### config.mk
export PLATFORM = sky130hd
export DESIGN_NAME = qracc_top
export DESIGN_NICKNAME = d
export VERILOG_FILES = /design/src/hdl/qracc_pkg.sv /design/src/hdl/csr.sv /design/src/hdl/qracc_ctrl.sv /design/src/hdl/column_sum.sv /design/src/hdl/shift_accumulator.sv /design/src/hdl/qracc_top.sv
export SDC_FILE = /design/constraint.sdc
export NUM_CORES = 1
export LEC_CHECK = 0
export BUFFER_PORTS_ARGS = -buffer_cell sky130_fd_sc_hd__buf_4
export CAP_MARGIN = 25
export CORE_MARGIN = 10
export CORE_UTILIZATION = 55
export DETAILED_ROUTE_END_ITERATION = 10
export HOLD_SLACK_MARGIN = 0.06
export MAX_ROUTING_LAYER = met4
export PLACE_DENSITY = 0.74
export SETUP_SLACK_MARGIN = 0.15
export SLEW_MARGIN = 10
export SYNTH_ARGS = -nofsm -noshare
export SYNTH_HDL_FRONTEND = slang
export SYNTH_SLANG_ARGS = --single-unit
### constraint.sdc
create_clock -name clk -period 7.6 [get_ports clk]
set_clock_uncertainty 0.05 [all_clocks]
set_input_delay 0.38 -clock clk [delete_from_list [all_inputs] [get_ports clk]]
set_output_delay 0.38 -clock clk [all_outputs]
set_load 0.01 [all_outputs]
### src/hdl/qracc_pkg.sv
package qracc_pkg;

    ////////////////////////////////////////
    // Sizes
    ////////////////////////////////////////

    localparam int N_LANES   = 16;    // Activation lanes per word
    localparam int ACT_BITS  = 8;     // Bits per activation
    localparam int CSR_WIDTH = 32;

    // Column ADC code limits, signed 5-bit
    localparam int ADC_MAX = 15;
    localparam int ADC_MIN = -16;

    // Register map
    localparam logic [2:0] CSR_MAIN   = 3'd0;
    localparam logic [2:0] CSR_CONFIG = 3'd1;
    localparam logic [2:0] CSR_STATUS = 3'd2;   // Result on read, weights on write
    localparam logic [2:0] CSR_ACT0   = 3'd4;   // First of four activation words

    ////////////////////////////////////////
    // Types
    ////////////////////////////////////////

    typedef logic [CSR_WIDTH-1:0]        csr_data_t;
    typedef logic [N_LANES-1:0]          lane_mask_t;
    typedef logic [N_LANES*ACT_BITS-1:0] act_vec_t;     // Lane j at [8j+7:8j]
    typedef logic [2:0]                  bit_idx_t;
    typedef logic [4:0]                  col_sum_t;     // 0 to 16
    typedef logic signed [4:0]           adc_code_t;
    typedef logic signed [CSR_WIDTH-1:0] acc_t;

    typedef struct packed {
        logic [2:0] adc_ref_range_shifts;   // ADC range as right shift
        logic       binary_cfg;             // 1 unsigned, 0 two's complement
        logic [2:0] n_input_bits_cfg;       // Slices minus one
    } qracc_config_t;

    typedef struct packed {
        logic       valid;
        bit_idx_t   bit_idx;
        logic       last;
        lane_mask_t bits;
    } slice_t;

    typedef struct packed {
        logic     valid;
        bit_idx_t bit_idx;
        logic     last;
        col_sum_t sum;
    } col_out_t;

    typedef enum logic [1:0] {
        IDLE,
        RUN,
        DRAIN
    } ctrl_state_t;

endpackage

### src/hdl/csr.sv
module csr #(
    parameter int numCsr = 8
) (
    input  logic                  clk,
    input  logic                  nrst,

    input  qracc_pkg::csr_data_t  csr_data_i,
    input  logic                  csr_wr_en_i,
    input  logic                  csr_rd_en_i,
    input  logic [2:0]            csr_addr_i,
    output qracc_pkg::csr_data_t  csr_data_o,

    input  logic                  busy_i,
    input  qracc_pkg::acc_t       result_i,

    output qracc_pkg::qracc_config_t cfg_o,
    output qracc_pkg::act_vec_t   acts_o,
    output logic                  start_o,
    output logic                  clear_o,
    output logic                  wgt_wr_o
);

    import qracc_pkg::*;

    ////////////////////////////////////////
    // Register array
    ////////////////////////////////////////

    csr_data_t csr_q [numCsr];
    logic      store_en;
    logic      inst_write_mode;

    // STATUS and address 3 hold nothing
    assign store_en = csr_wr_en_i &&
                      (csr_addr_i == CSR_MAIN ||
                       csr_addr_i == CSR_CONFIG ||
                       csr_addr_i >= CSR_ACT0);

    always_ff @(posedge clk or negedge nrst) begin
        if (!nrst) begin
            for (int i = 0; i < numCsr; i++) begin
                csr_q[i] <= '0;
            end
        end else if (store_en) begin
            csr_q[csr_addr_i] <= csr_data_i;
        end
    end

    assign inst_write_mode = csr_q[CSR_MAIN][3];

    ////////////////////////////////////////
    // Read decode
    ////////////////////////////////////////

    always_comb begin
        csr_data_o = '0;
        if (csr_rd_en_i) begin
            case (csr_addr_i)
                CSR_MAIN: begin
                    csr_data_o[3] = inst_write_mode;
                    csr_data_o[1] = busy_i;
                end
                CSR_CONFIG: csr_data_o = csr_q[CSR_CONFIG];
                CSR_STATUS: csr_data_o = result_i;
                default: begin
                    // Activation words, address 3 stays zero
                    if (csr_addr_i >= CSR_ACT0) begin
                        csr_data_o = csr_q[csr_addr_i];
                    end
                end
            endcase
        end
    end

    ////////////////////////////////////////
    // Strobes
    ////////////////////////////////////////

    always_comb begin
        start_o  = 1'b0;
        clear_o  = 1'b0;
        wgt_wr_o = 1'b0;
        if (csr_wr_en_i && csr_addr_i == CSR_MAIN) begin
            start_o = csr_data_i[0];
            clear_o = csr_data_i[1];
        end
        // Weight planes only in instruction-write mode
        if (csr_wr_en_i && csr_addr_i == CSR_STATUS) begin
            wgt_wr_o = inst_write_mode;
        end
    end

    // Configuration fields
    assign cfg_o.n_input_bits_cfg     = csr_q[CSR_CONFIG][2:0];
    assign cfg_o.binary_cfg           = csr_q[CSR_CONFIG][3];
    assign cfg_o.adc_ref_range_shifts = csr_q[CSR_CONFIG][6:4];

    // Four lanes per word, low lane in low byte
    always_comb begin
        for (int w = 0; w < 4; w++) begin
            acts_o[w*CSR_WIDTH +: CSR_WIDTH] = csr_q[CSR_ACT0 + w];
        end
    end

endmodule

### src/hdl/qracc_ctrl.sv
module qracc_ctrl (
    input  logic                     clk,
    input  logic                     nrst,
    input  logic                     start_i,
    input  logic                     clear_i,
    input  qracc_pkg::qracc_config_t cfg_i,
    input  qracc_pkg::act_vec_t      acts_i,
    output qracc_pkg::slice_t        slice_o,
    output logic                     busy_o,
    output logic                     done_o
);

    import qracc_pkg::*;

    ctrl_state_t state_q;
    ctrl_state_t state_d;
    bit_idx_t    cnt_q;
    logic        last_slice;

    assign last_slice = (cnt_q == cfg_i.n_input_bits_cfg);

    ////////////////////////////////////////
    // Run FSM
    ////////////////////////////////////////

    always_comb begin
        state_d = state_q;
        case (state_q)
            IDLE:    if (start_i) state_d = RUN;     // Start ignored unless idle
            RUN:     if (last_slice) state_d = DRAIN;
            DRAIN:   state_d = IDLE;                 // Last term lands in accumulator
            default: state_d = IDLE;
        endcase
        if (clear_i) begin
            state_d = IDLE;                          // Abort, no done
        end
    end

    always_ff @(posedge clk or negedge nrst) begin
        if (!nrst) begin
            state_q <= IDLE;
            cnt_q   <= '0;
            done_o  <= 1'b0;
        end else begin
            state_q <= state_d;
            done_o  <= (state_q == DRAIN) && !clear_i;
            if (state_q == RUN && !last_slice) begin
                cnt_q <= cnt_q + 1'b1;
            end else begin
                cnt_q <= '0;
            end
        end
    end

    assign busy_o = (state_q != IDLE);

    ////////////////////////////////////////
    // Bit-slice gather
    ////////////////////////////////////////

    always_comb begin
        slice_o.valid   = (state_q == RUN);
        slice_o.bit_idx = cnt_q;
        slice_o.last    = last_slice;
        for (int j = 0; j < N_LANES; j++) begin
            slice_o.bits[j] = acts_i[j*ACT_BITS + int'(cnt_q)];   // Bit k of lane j
        end
    end

endmodule

### src/hdl/column_sum.sv
module column_sum (
    input  logic                  clk,
    input  logic                  nrst,
    input  logic                  clear_i,
    input  logic                  wgt_wr_i,
    input  qracc_pkg::lane_mask_t wgt_i,
    input  qracc_pkg::slice_t     slice_i,
    output qracc_pkg::col_out_t   col_o
);

    import qracc_pkg::*;

    lane_mask_t wgt_q;
    lane_mask_t hits;
    col_sum_t   count;

    // One row of weight bits
    always_ff @(posedge clk or negedge nrst) begin
        if (!nrst) begin
            wgt_q <= '0;
        end else if (clear_i) begin
            wgt_q <= '0;
        end else if (wgt_wr_i) begin
            wgt_q <= wgt_i;
        end
    end

    // Lanes where activation bit and weight are both 1
    assign hits = slice_i.bits & wgt_q;

    always_comb begin
        count = '0;
        for (int j = 0; j < N_LANES; j++) begin
            count = count + col_sum_t'(hits[j]);
        end
    end

    always_ff @(posedge clk or negedge nrst) begin
        if (!nrst) begin
            col_o <= '0;
        end else begin
            col_o.valid   <= slice_i.valid && !clear_i;   // Drop in-flight slice on clear
            col_o.bit_idx <= slice_i.bit_idx;
            col_o.last    <= slice_i.last;
            col_o.sum     <= count;
        end
    end

endmodule

### src/hdl/shift_accumulator.sv
module shift_accumulator (
    input  logic                     clk,
    input  logic                     nrst,
    input  logic                     clear_i,
    input  qracc_pkg::qracc_config_t cfg_i,
    input  qracc_pkg::col_out_t      pos_i,
    input  qracc_pkg::col_out_t      neg_i,
    output qracc_pkg::acc_t          result_o
);

    import qracc_pkg::*;

    logic signed [5:0] diff;       // -16 to 16
    logic signed [5:0] shifted;
    adc_code_t         code;
    acc_t              term;
    acc_t              signed_term;
    logic              pair_valid;
    logic              sub_term;

    assign pair_valid = pos_i.valid && neg_i.valid;

    ////////////////////////////////////////
    // Column ADC model
    ////////////////////////////////////////

    always_comb begin
        diff    = $signed({1'b0, pos_i.sum}) - $signed({1'b0, neg_i.sum});
        shifted = diff >>> cfg_i.adc_ref_range_shifts;

        // Saturate to signed 5-bit
        if (shifted > ADC_MAX) begin
            code = adc_code_t'(ADC_MAX);
        end else if (shifted < ADC_MIN) begin
            code = adc_code_t'(ADC_MIN);
        end else begin
            code = adc_code_t'(shifted);
        end
    end

    ////////////////////////////////////////
    // Shift-add
    ////////////////////////////////////////

    always_comb begin
        term     = acc_t'(code) <<< pos_i.bit_idx;        // Weight by slice position
        sub_term = !cfg_i.binary_cfg && pos_i.last;       // Sign slice in two's complement
        if (sub_term) begin
            signed_term = -term;
        end else begin
            signed_term = term;
        end
    end

    always_ff @(posedge clk or negedge nrst) begin
        if (!nrst) begin
            result_o <= '0;
        end else if (clear_i) begin
            result_o <= '0;
        end else if (pair_valid) begin
            if (pos_i.bit_idx == '0) begin
                result_o <= signed_term;                  // First slice restarts the sum
            end else begin
                result_o <= result_o + signed_term;
            end
        end
    end

endmodule

### src/hdl/qracc_top.sv
module qracc_top (
    input  logic                 clk,
    input  logic                 nrst,
    input  qracc_pkg::csr_data_t csr_data_i,
    input  logic                 csr_wr_en_i,
    input  logic                 csr_rd_en_i,
    input  logic [2:0]           csr_addr_i,
    output qracc_pkg::csr_data_t csr_data_o,
    output logic                 done_o
);

    import qracc_pkg::*;

    qracc_config_t cfg;
    act_vec_t      acts;
    slice_t        slice;
    col_out_t      col_pos;
    col_out_t      col_neg;
    acc_t          result;
    logic          start;
    logic          clear;
    logic          wgt_wr;
    logic          busy;

    ////////////////////////////////////////
    // Host side
    ////////////////////////////////////////

    csr u_csr (
        .clk         (clk),
        .nrst        (nrst),
        .csr_data_i  (csr_data_i),
        .csr_wr_en_i (csr_wr_en_i),
        .csr_rd_en_i (csr_rd_en_i),
        .csr_addr_i  (csr_addr_i),
        .csr_data_o  (csr_data_o),
        .busy_i      (busy),
        .result_i    (result),
        .cfg_o       (cfg),
        .acts_o      (acts),
        .start_o     (start),
        .clear_o     (clear),
        .wgt_wr_o    (wgt_wr)
    );

    qracc_ctrl u_ctrl (
        .clk     (clk),
        .nrst    (nrst),
        .start_i (start),
        .clear_i (clear),
        .cfg_i   (cfg),
        .acts_i  (acts),
        .slice_o (slice),
        .busy_o  (busy),
        .done_o  (done_o)
    );

    ////////////////////////////////////////
    // Compute path
    ////////////////////////////////////////

    column_sum u_col_pos (
        .clk      (clk),
        .nrst     (nrst),
        .clear_i  (clear),
        .wgt_wr_i (wgt_wr),
        .wgt_i    (csr_data_i[N_LANES-1:0]),            // Low half, positive plane
        .slice_i  (slice),
        .col_o    (col_pos)
    );

    column_sum u_col_neg (
        .clk      (clk),
        .nrst     (nrst),
        .clear_i  (clear),
        .wgt_wr_i (wgt_wr),
        .wgt_i    (csr_data_i[2*N_LANES-1:N_LANES]),    // High half, negative plane
        .slice_i  (slice),
        .col_o    (col_neg)
    );

    shift_accumulator u_acc (
        .clk      (clk),
        .nrst     (nrst),
        .clear_i  (clear),
        .cfg_i    (cfg),
        .pos_i    (col_pos),
        .neg_i    (col_neg),
        .result_o (result)
    );

endmodule

==> results of run 1 <==
==> where the power goes <==
part           internal [µW]  leakage [µW]  total (µW)  switching [µW]
combinational           2030       0.00418        4710            2690
sequential              1640       0.00304        1940             297
clock                    889      0.000487        1460             566
total                   4560       0.00771        8100            3550
==> worst max-delay path: cells and delay by family, from the launching register on <==
kind            cells  cell delay (ns)
compound gates     11             2.49
simple gates       10             2.28
fa+ha+maj           3             0.83
mux                 3             0.74
flops               1             0.36
buf+inv             2             0.12
==> sequential cells by signal, summed over array words and instances (netlist names), 6 cells and up <==
register,flops
u_acc.result_o,32
u_col_neg.col_o,6
u_col_neg.wgt_q,16
u_col_pos.col_o,9
u_col_pos.wgt_q,16
u_csr.acts_o,128
u_csr.cfg_o,7
u_csr.csr_q,26
==> metrics by stage <==
stage           util  hold WS [ns]  cell area (µm²)  worst slack, ns
2_1_floorplan      -        0.0344            15700            0.972
3_3_place_gp   0.589         0.437            16500            0.603
3_5_place_dp   0.590         0.435            16500            0.468
4_1_cts        0.628        0.0623            17600            0.368
5_1_grt        0.631        0.0801            17700           0.0688
6_report       0.631        0.0718            17700            0.548
==> cell usage after synthesis, drive strengths merged (21+ instances only) <==
| library cell | n | area (µm²) |
|---|---|---|
| nor3 | 21 | 105 |
| nand2b | 23 | 144 |
| inv | 37 | 139 |
| xnor2 | 29 | 254 |
| mux4 | 32 | 721 |
| fa | 22 | 440 |
| dfrtp | 246 | 6160 |
| nor2 | 108 | 422 |
| a21oi | 159 | 803 |
| clkbuf | 85 | 319 |
| mux2i | 22 | 220 |
| mux2 | 192 | 2160 |
| a21o | 21 | 158 |
| ha | 57 | 713 |
| o221ai | 21 | 184 |
| buf | 27 | 114 |
| o21ai | 90 | 454 |
| nand2 | 189 | 709 |
==> final cells by class <==
cell class                      count  area share
Multi-Input combinational cell   1180       0.513
Sequential cell                   246       0.349
Timing Repair Buffer              101      0.0467
Clock buffer                       36      0.0460
Tap cell                          378      0.0268
Clock inverter                     16      0.0111
Inverter                           37     0.00786
==> repair_timing <==
action,CTS,global route
hold endpoints to repair,135,0
buffers inserted,0,1
setup endpoints to repair,0,5
gates resized for setup,0,5
hold buffers,6,0
==> final timing paths <==
check	start	to	slack (ns)	depth (start not counted)
min	csr_data_i[27]	u_col_neg.wgt_q[11]	0.07	3
max reg2reg	u_col_pos.col_o[0]	u_acc.result_o[31]	0.55	29
max in group asynchronous	nrst	u_ctrl.cnt_q[0]	5.75	3
min reg2reg	u_ctrl.state_q[1]	u_ctrl.state_q[0]	0.45	1
max	u_col_pos.col_o[0]	u_acc.result_o[31]	0.55	29
min in group asynchronous	nrst	u_acc.result_o[18]	0.47	2
==> logic make-up (layout without fill, tap and decap cells) <==
logic type	count (synthesis)	count (layout)
and+or+nand+nor	409	409
buffers and inverters	149	190
DFF	246	246
AOI/OAI and AO/OA	402	402
muxes	246	246
xor gates and xnor gates	44	44
adders and majority gates	79	79
==> per-layer routing <==
layer / GRT usage / wire length [µm] / share of wire / up-vias
met5: - / 0 / 0 / -
met2: 0.401 / 21300 / 0.47 / 513
li1: - / - / - / 5732
met3: 0.0281 / 2880 / 0.064 / 87
met1: 0.336 / 19500 / 0.43 / 6323
met4: 0.0705 / 1250 / 0.028 / 0
==> results_dict.tcl, run 1 <==
set metrics [dict create \
    static-leakage-power_uw 0.00771 \
    rows 61 \
    synthAdderAreaFrac 0.0733 \
    synth-async-reset-ratio 1.00 \
    outcome "completed" \
    htreeDepth 1 \
    clk_root_buffer_cell "sky130_fd_sc_hd__clkbuf_16" \
    clk_pin_slew_worst_paths_ns 0.06 \
    mappedNetlistArea_um2 15700 \
    edff_count_synth 0 \
    peakVddDrop_mv 0.232 \
    netlist-cell-type-count 67 \
    wire_per_inst_um 22.5 \
    final.min_clock_period_ns 7.05 \
    final_hold_violations 0 \
    critical_path.endpoint_type "flop" \
    synth_xor_xnor_area_share 0.0245 \
    drt.antenna.violating_nets 0 \
    route.vias.total 12700 \
    first_global_vias 12600 \
    dieWidth_um 189 \
    stdcell_count 1994 \
    die_height_um 189 \
    synth_seq_area_share 0.391 \
    area_delta_synth_final_pct 12.3 \
    postSynthCellCount 1575 \
    multi_input_area_um2 9060 \
    remaining_drc_errors 0 \
    ctsLongestPathBuffers 3 \
    placeableCoreArea_um2 28000 \
    fillers 2245 \
    drt_wl_total_um 44900 \
    floorplan.initialDensity 0.562 \
    antenna_diode_count 0 \
    mostFrequentLayoutCells "sky130_fd_sc_hd__dfrtp_1, sky130_fd_sc_hd__mux2_2, sky130_fd_sc_hd__nand2_1" \
    number_of_antenna_violations_at_the_first_check_in_global_routing 0 \
    die_footprint_um2 35800 \
    tot_gr_track_use 0.252 \
    synthesis.nets 1693 \
    drive_above_1_share 0.250 \
    avgSynthCellArea_um2 9.99 \
    grt_pass1_wl_um 71000 \
    timing.setup.tns_ns 0 \
    maxClockFrequency_mhz 142 \
    post-place-cells 1932 \
    detail_route.vias_per_cell 6.35 \
    dr.pass1.iters 5 \
    design_power_total_uw 8100 \
    port_buffers 71 \
    timing.max_slew.rel_slack 0.337 \
    mostFrequentLayoutCell "sky130_fd_sc_hd__dfrtp_1" \
    path_class "reg -> reg" \
    nNetsFinal 1712 \
    tightest_slew_ns 0.994 \
    crit_fanout 8 \
    setup_viol 0 \
    finalMaxSlewViolations 0 \
    required_ns 7.94 \
    cp_max_stage_cell "sky130_fd_sc_hd__or3_1" \
    synth.yosys.warnings 0 \
    postSynthRegisterBits 246 \
    timing.critical_path.slowest_cell_delay_ns 0.48 \
    synthSimpleGateAreaFrac 0.116 \
    cap_violations 0 \
    iter_0_drt_violations 1149 \
    place.gp.congestion 0.920 \
    holdCritPathClass "in -> reg" \
    synth.mux.area_fraction 0.197 \
    min_period_over_period 0.928 \
    crit_path_start_kind "flop" \
    pin_count_of_the_biggest_net_entering_global_routing 125 \
    synth_top_family_by_area "multiplexers" \
    worst-endpoint-arrival_ns 7.40 \
    boundaryPins 72 \
    clock_latency_ns 0.55 \
    seq_area_um2 6160 \
    tritoncts_clock_tree "done" \
    postSynth.topFlopCell "sky130_fd_sc_hd__dfrtp_1" \
    p_per_area_nw_per_um2 459 \
    rsz0062_at_grt "yes" \
    cts-buffers-inserted 28 \
    globalRoute.totalOverflow 0 \
    clock_net_sink_count 246 \
    synth_compound_gate_area_share 0.162 \
    detailedPlacementHpwl_um 30800 \
]
Note: power is estimated with default switching activity, not from simulation.
==> run 2: changes to the inputs <==
ABC_AREA = 1   (was not set)
==> run 2 against run 1 <==
  * Routed wire length up 20%
  * Worst hold slack better by 0.069 ns
  * Largest cell class unchanged
  * Sequential cell count unchanged
  * Cell count up 29%
  * Global-route usage up 5.2 points
  * Highest routed layer unchanged
  * Via count up 23%
  * Sequential share of layout area down 0.28 points
  * Combinational power up 6.8%
==> results_dict.tcl, run 2 <==
set metrics [dict create \
    reg2regPathDepth 33 \
    iter_0_drt_violations 2006 \
    worst-endpoint-arrival_ns 6.03 \
    seq_area_um2 6160 \
    port_buffers 71 \
    multi_input_area_um2 8240 \
    postSynthCellCount 2137 \
    p_per_area_nw_per_um2 468 \
    rows 61 \
    globalRoute.totalOverflow 0 \
    remaining_drc_errors 0 \
    cap_violations 0 \
    holdCritPathClass "in -> reg" \
    worstSetupStartpoint "u_col_pos.col_o[4]" \
    setup_viol 0 \
    power_switching_share 0.504 \
    first_global_vias 14700 \
    proportion_of_power_drawn_by_the_clock_network 0.166 \
    synth_seq_area_share 0.391 \
    grt_pass1_wl_um 84300 \
    drt_wl_total_um 53900 \
    netlist-cell-type-count 51 \
    die_height_um 189 \
    crit_path_start_kind "flop" \
    hold_slack_ns 0.140 \
    fillers 2503 \
    clk_root_buffer_cell "sky130_fd_sc_hd__clkbuf_16" \
    final_hold_violations 0 \
    timing.max_slew.rel_slack 0.303 \
    detail_route.vias_per_cell 6.08 \
    largest_register_ffs 128 \
    mappedNetlistArea_um2 15700 \
    die_footprint_um2 35800 \
    number_of_antenna_violations_at_the_first_check_in_global_routing 0 \
    yosysMostFrequentCell "sky130_fd_sc_hd__nand2_1" \
    crit_fanout 16 \
    antenna_diode_count 0 \
    total_switching_power_uw 4200 \
    detailedPlacementHpwl_um 37900 \
    cp_max_stage_cell "sky130_fd_sc_hd__nand3_2" \
    post-synth-top-area-cell "sky130_fd_sc_hd__dfrtp_1" \
    placeableCoreArea_um2 28000 \
    finalMaxSlewViolations 0 \
    avgSynthCellArea_um2 7.36 \
    boundaryPins 72 \
    synthTopCellsByCount "sky130_fd_sc_hd__nand2_1, sky130_fd_sc_hd__o21ai_0, sky130_fd_sc_hd__dfrtp_1" \
    synth-async-reset-ratio 1.00 \
    route.vias.total 15600 \
    finish.utilization 0.636 \
    path_class "reg -> reg" \
    pin_count_of_the_biggest_net_entering_global_routing 161 \
    regToRegSetupSlack_ns 2.02 \
    worst_r2r_endpoint "u_acc.result_o[26]" \
    mostFrequentLayoutCell "sky130_fd_sc_hd__nand2_1" \
    edff_count_synth 0 \
    critical_path.endpoint_type "flop" \
    synth.yosys.warnings 0 \
    min_period_over_period 0.734 \
    clk_pin_slew_worst_paths_ns 0.06 \
    tightest_slew_ns 1.04 \
    postSynthRegisterBits 246 \
    final.min_clock_period_ns 5.58 \
    drive_above_1_share 0.0805 \
    nNetsFinal 2286 \
    static-leakage-power_uw 0.00868 \
    clock_net_sink_count 246 \
    timing.setup.tns_ns 0 \
    dr.pass1.iters 6 \
    tritoncts_clock_tree "done" \
    postCtsSetupRepairBufs 0 \
    maxClockFrequency_mhz 179 \
    ctsLongestPathBuffers 3 \
    timing.critical_path.slowest_cell_delay_ns 0.45 \
    dominant_cell_type_by_count_on_the_critical_path "sky130_fd_sc_hd__nand2_1" \
    rsz0062_at_grt "no" \
    clock_latency_ns 0.56 \
    wire_per_inst_um 21.0 \
    peakVddDrop_mv 0.203 \
    synthTopCellsByArea "sky130_fd_sc_hd__dfrtp_1, sky130_fd_sc_hd__nand2_1, sky130_fd_sc_hd__o21ai_0" \
    required_ns 8.05 \
    seq_power_share 0.231 \
    synth.top_cell.area_share 0.391 \
    floorplan.initialDensity 0.562 \
    internal-power_uw 4130 \
    synthesis.nets 2255 \
    area_delta_synth_final_pct 13.2 \
    drt.antenna.violating_nets 0 \
    regToRegStartpoint "u_col_pos.col_o[4]" \
    place.gp.congestion 1.03 \
    tot_gr_track_use 0.304 \
    endpoint "u_acc.result_o[26]" \
    dieWidth_um 189 \
    postSynth.topFlopCell "sky130_fd_sc_hd__dfrtp_1" \
    htreeDepth 1 \
    cts-buffers-inserted 28 \
    p_comb_frac 0.603 \
    mostFrequentLayoutCells "sky130_fd_sc_hd__nand2_1, sky130_fd_sc_hd__o21ai_0, sky130_fd_sc_hd__dfrtp_1" \
    outcome "completed" \
]
-- run 2: what timing repair did --
item,CTS,global route
hold buffers,26,0
endpoints found under the hold margin,112,0
gates resized for setup,0,0
-- run 2: metal layers --
layer	vias to the layer above	GRT usage	part of all wire
met2	868	0.466	0.46
met1	7418	0.398	0.40
met3	137	0.0621	0.11
li1	7173	-	-
met5	-	-	0
met4	0	0.0916	0.034
-- run 2: worst max-delay path, delay by kind of cell, from the launching register on --
| kind | cells | cell delay, ns |
|---|---|---|
| and+or+nand+nor | 25 | 3.07 |
| adders and majority gates | 3 | 1.02 |
| AOI/OAI and AO/OA | 4 | 0.94 |
| DFF | 1 | 0.37 |
| buffers and inverters | 1 | 0.04 |
-- run 2: stage by stage --
step                      instance area, µm²  std cells  worst slack, ns  total power [µW]
after detailed placement               16500       2483             2.13              6790
after floorplan                        15700       2137             2.39              5500
after global routing                   17800       2565             1.45              9030
after CTS                              17600       2558             2.13              8200
final                                  17800       2565             2.02              8340
after global placement                 16400       2481             2.31              6700
-- run 2: power groups by stage --
stage	sequential, µW	clock (µW)	combinational [µW]
final	1930	1380	5030
after global routing	1960	1440	5630
after CTS	1910	1390	4900
after detailed placement	1930	0	4860
after global placement	1920	0	4780
after floorplan	1820	0	3670
-- run 2: cell families (layout without fill, tap and decap cells) --
logic type,count (synthesis),after routing,share of synthesized area
fa+ha+maj,79,79,0.0733
simple gates,821,821,0.222
compound gates,609,609,0.213
flops,246,246,0.391
buf+inv,359,409,0.0875
xor+xnor,23,23,0.0128
-- run 2: cell type report --
cell class | count | share of cell area
clock buffer | 43 | 0.0464
clock inverter | 6 | 0.00534
inverter | 240 | 0.0506
multi-input combinational | 1532 | 0.462
sequential | 246 | 0.346
tap | 378 | 0.0266
timing repair buffer | 120 | 0.0628
-- run 2: worst min path at each step --
stage | startpoint | slack [ns] | cells after the start | to
floorplan | nrst | 0.03 | 0 | u_acc.result_o[0]
global placement | nrst | 0.37 | 1 | u_ctrl.done_o
detailed placement | nrst | 0.38 | 1 | u_ctrl.done_o
CTS | csr_data_i[11] | 0.13 | 3 | u_csr.acts_o[107]
global route | csr_data_i[8] | 0.15 | 3 | u_csr.acts_o[104]
finish | csr_data_i[8] | 0.14 | 3 | u_csr.acts_o[104]
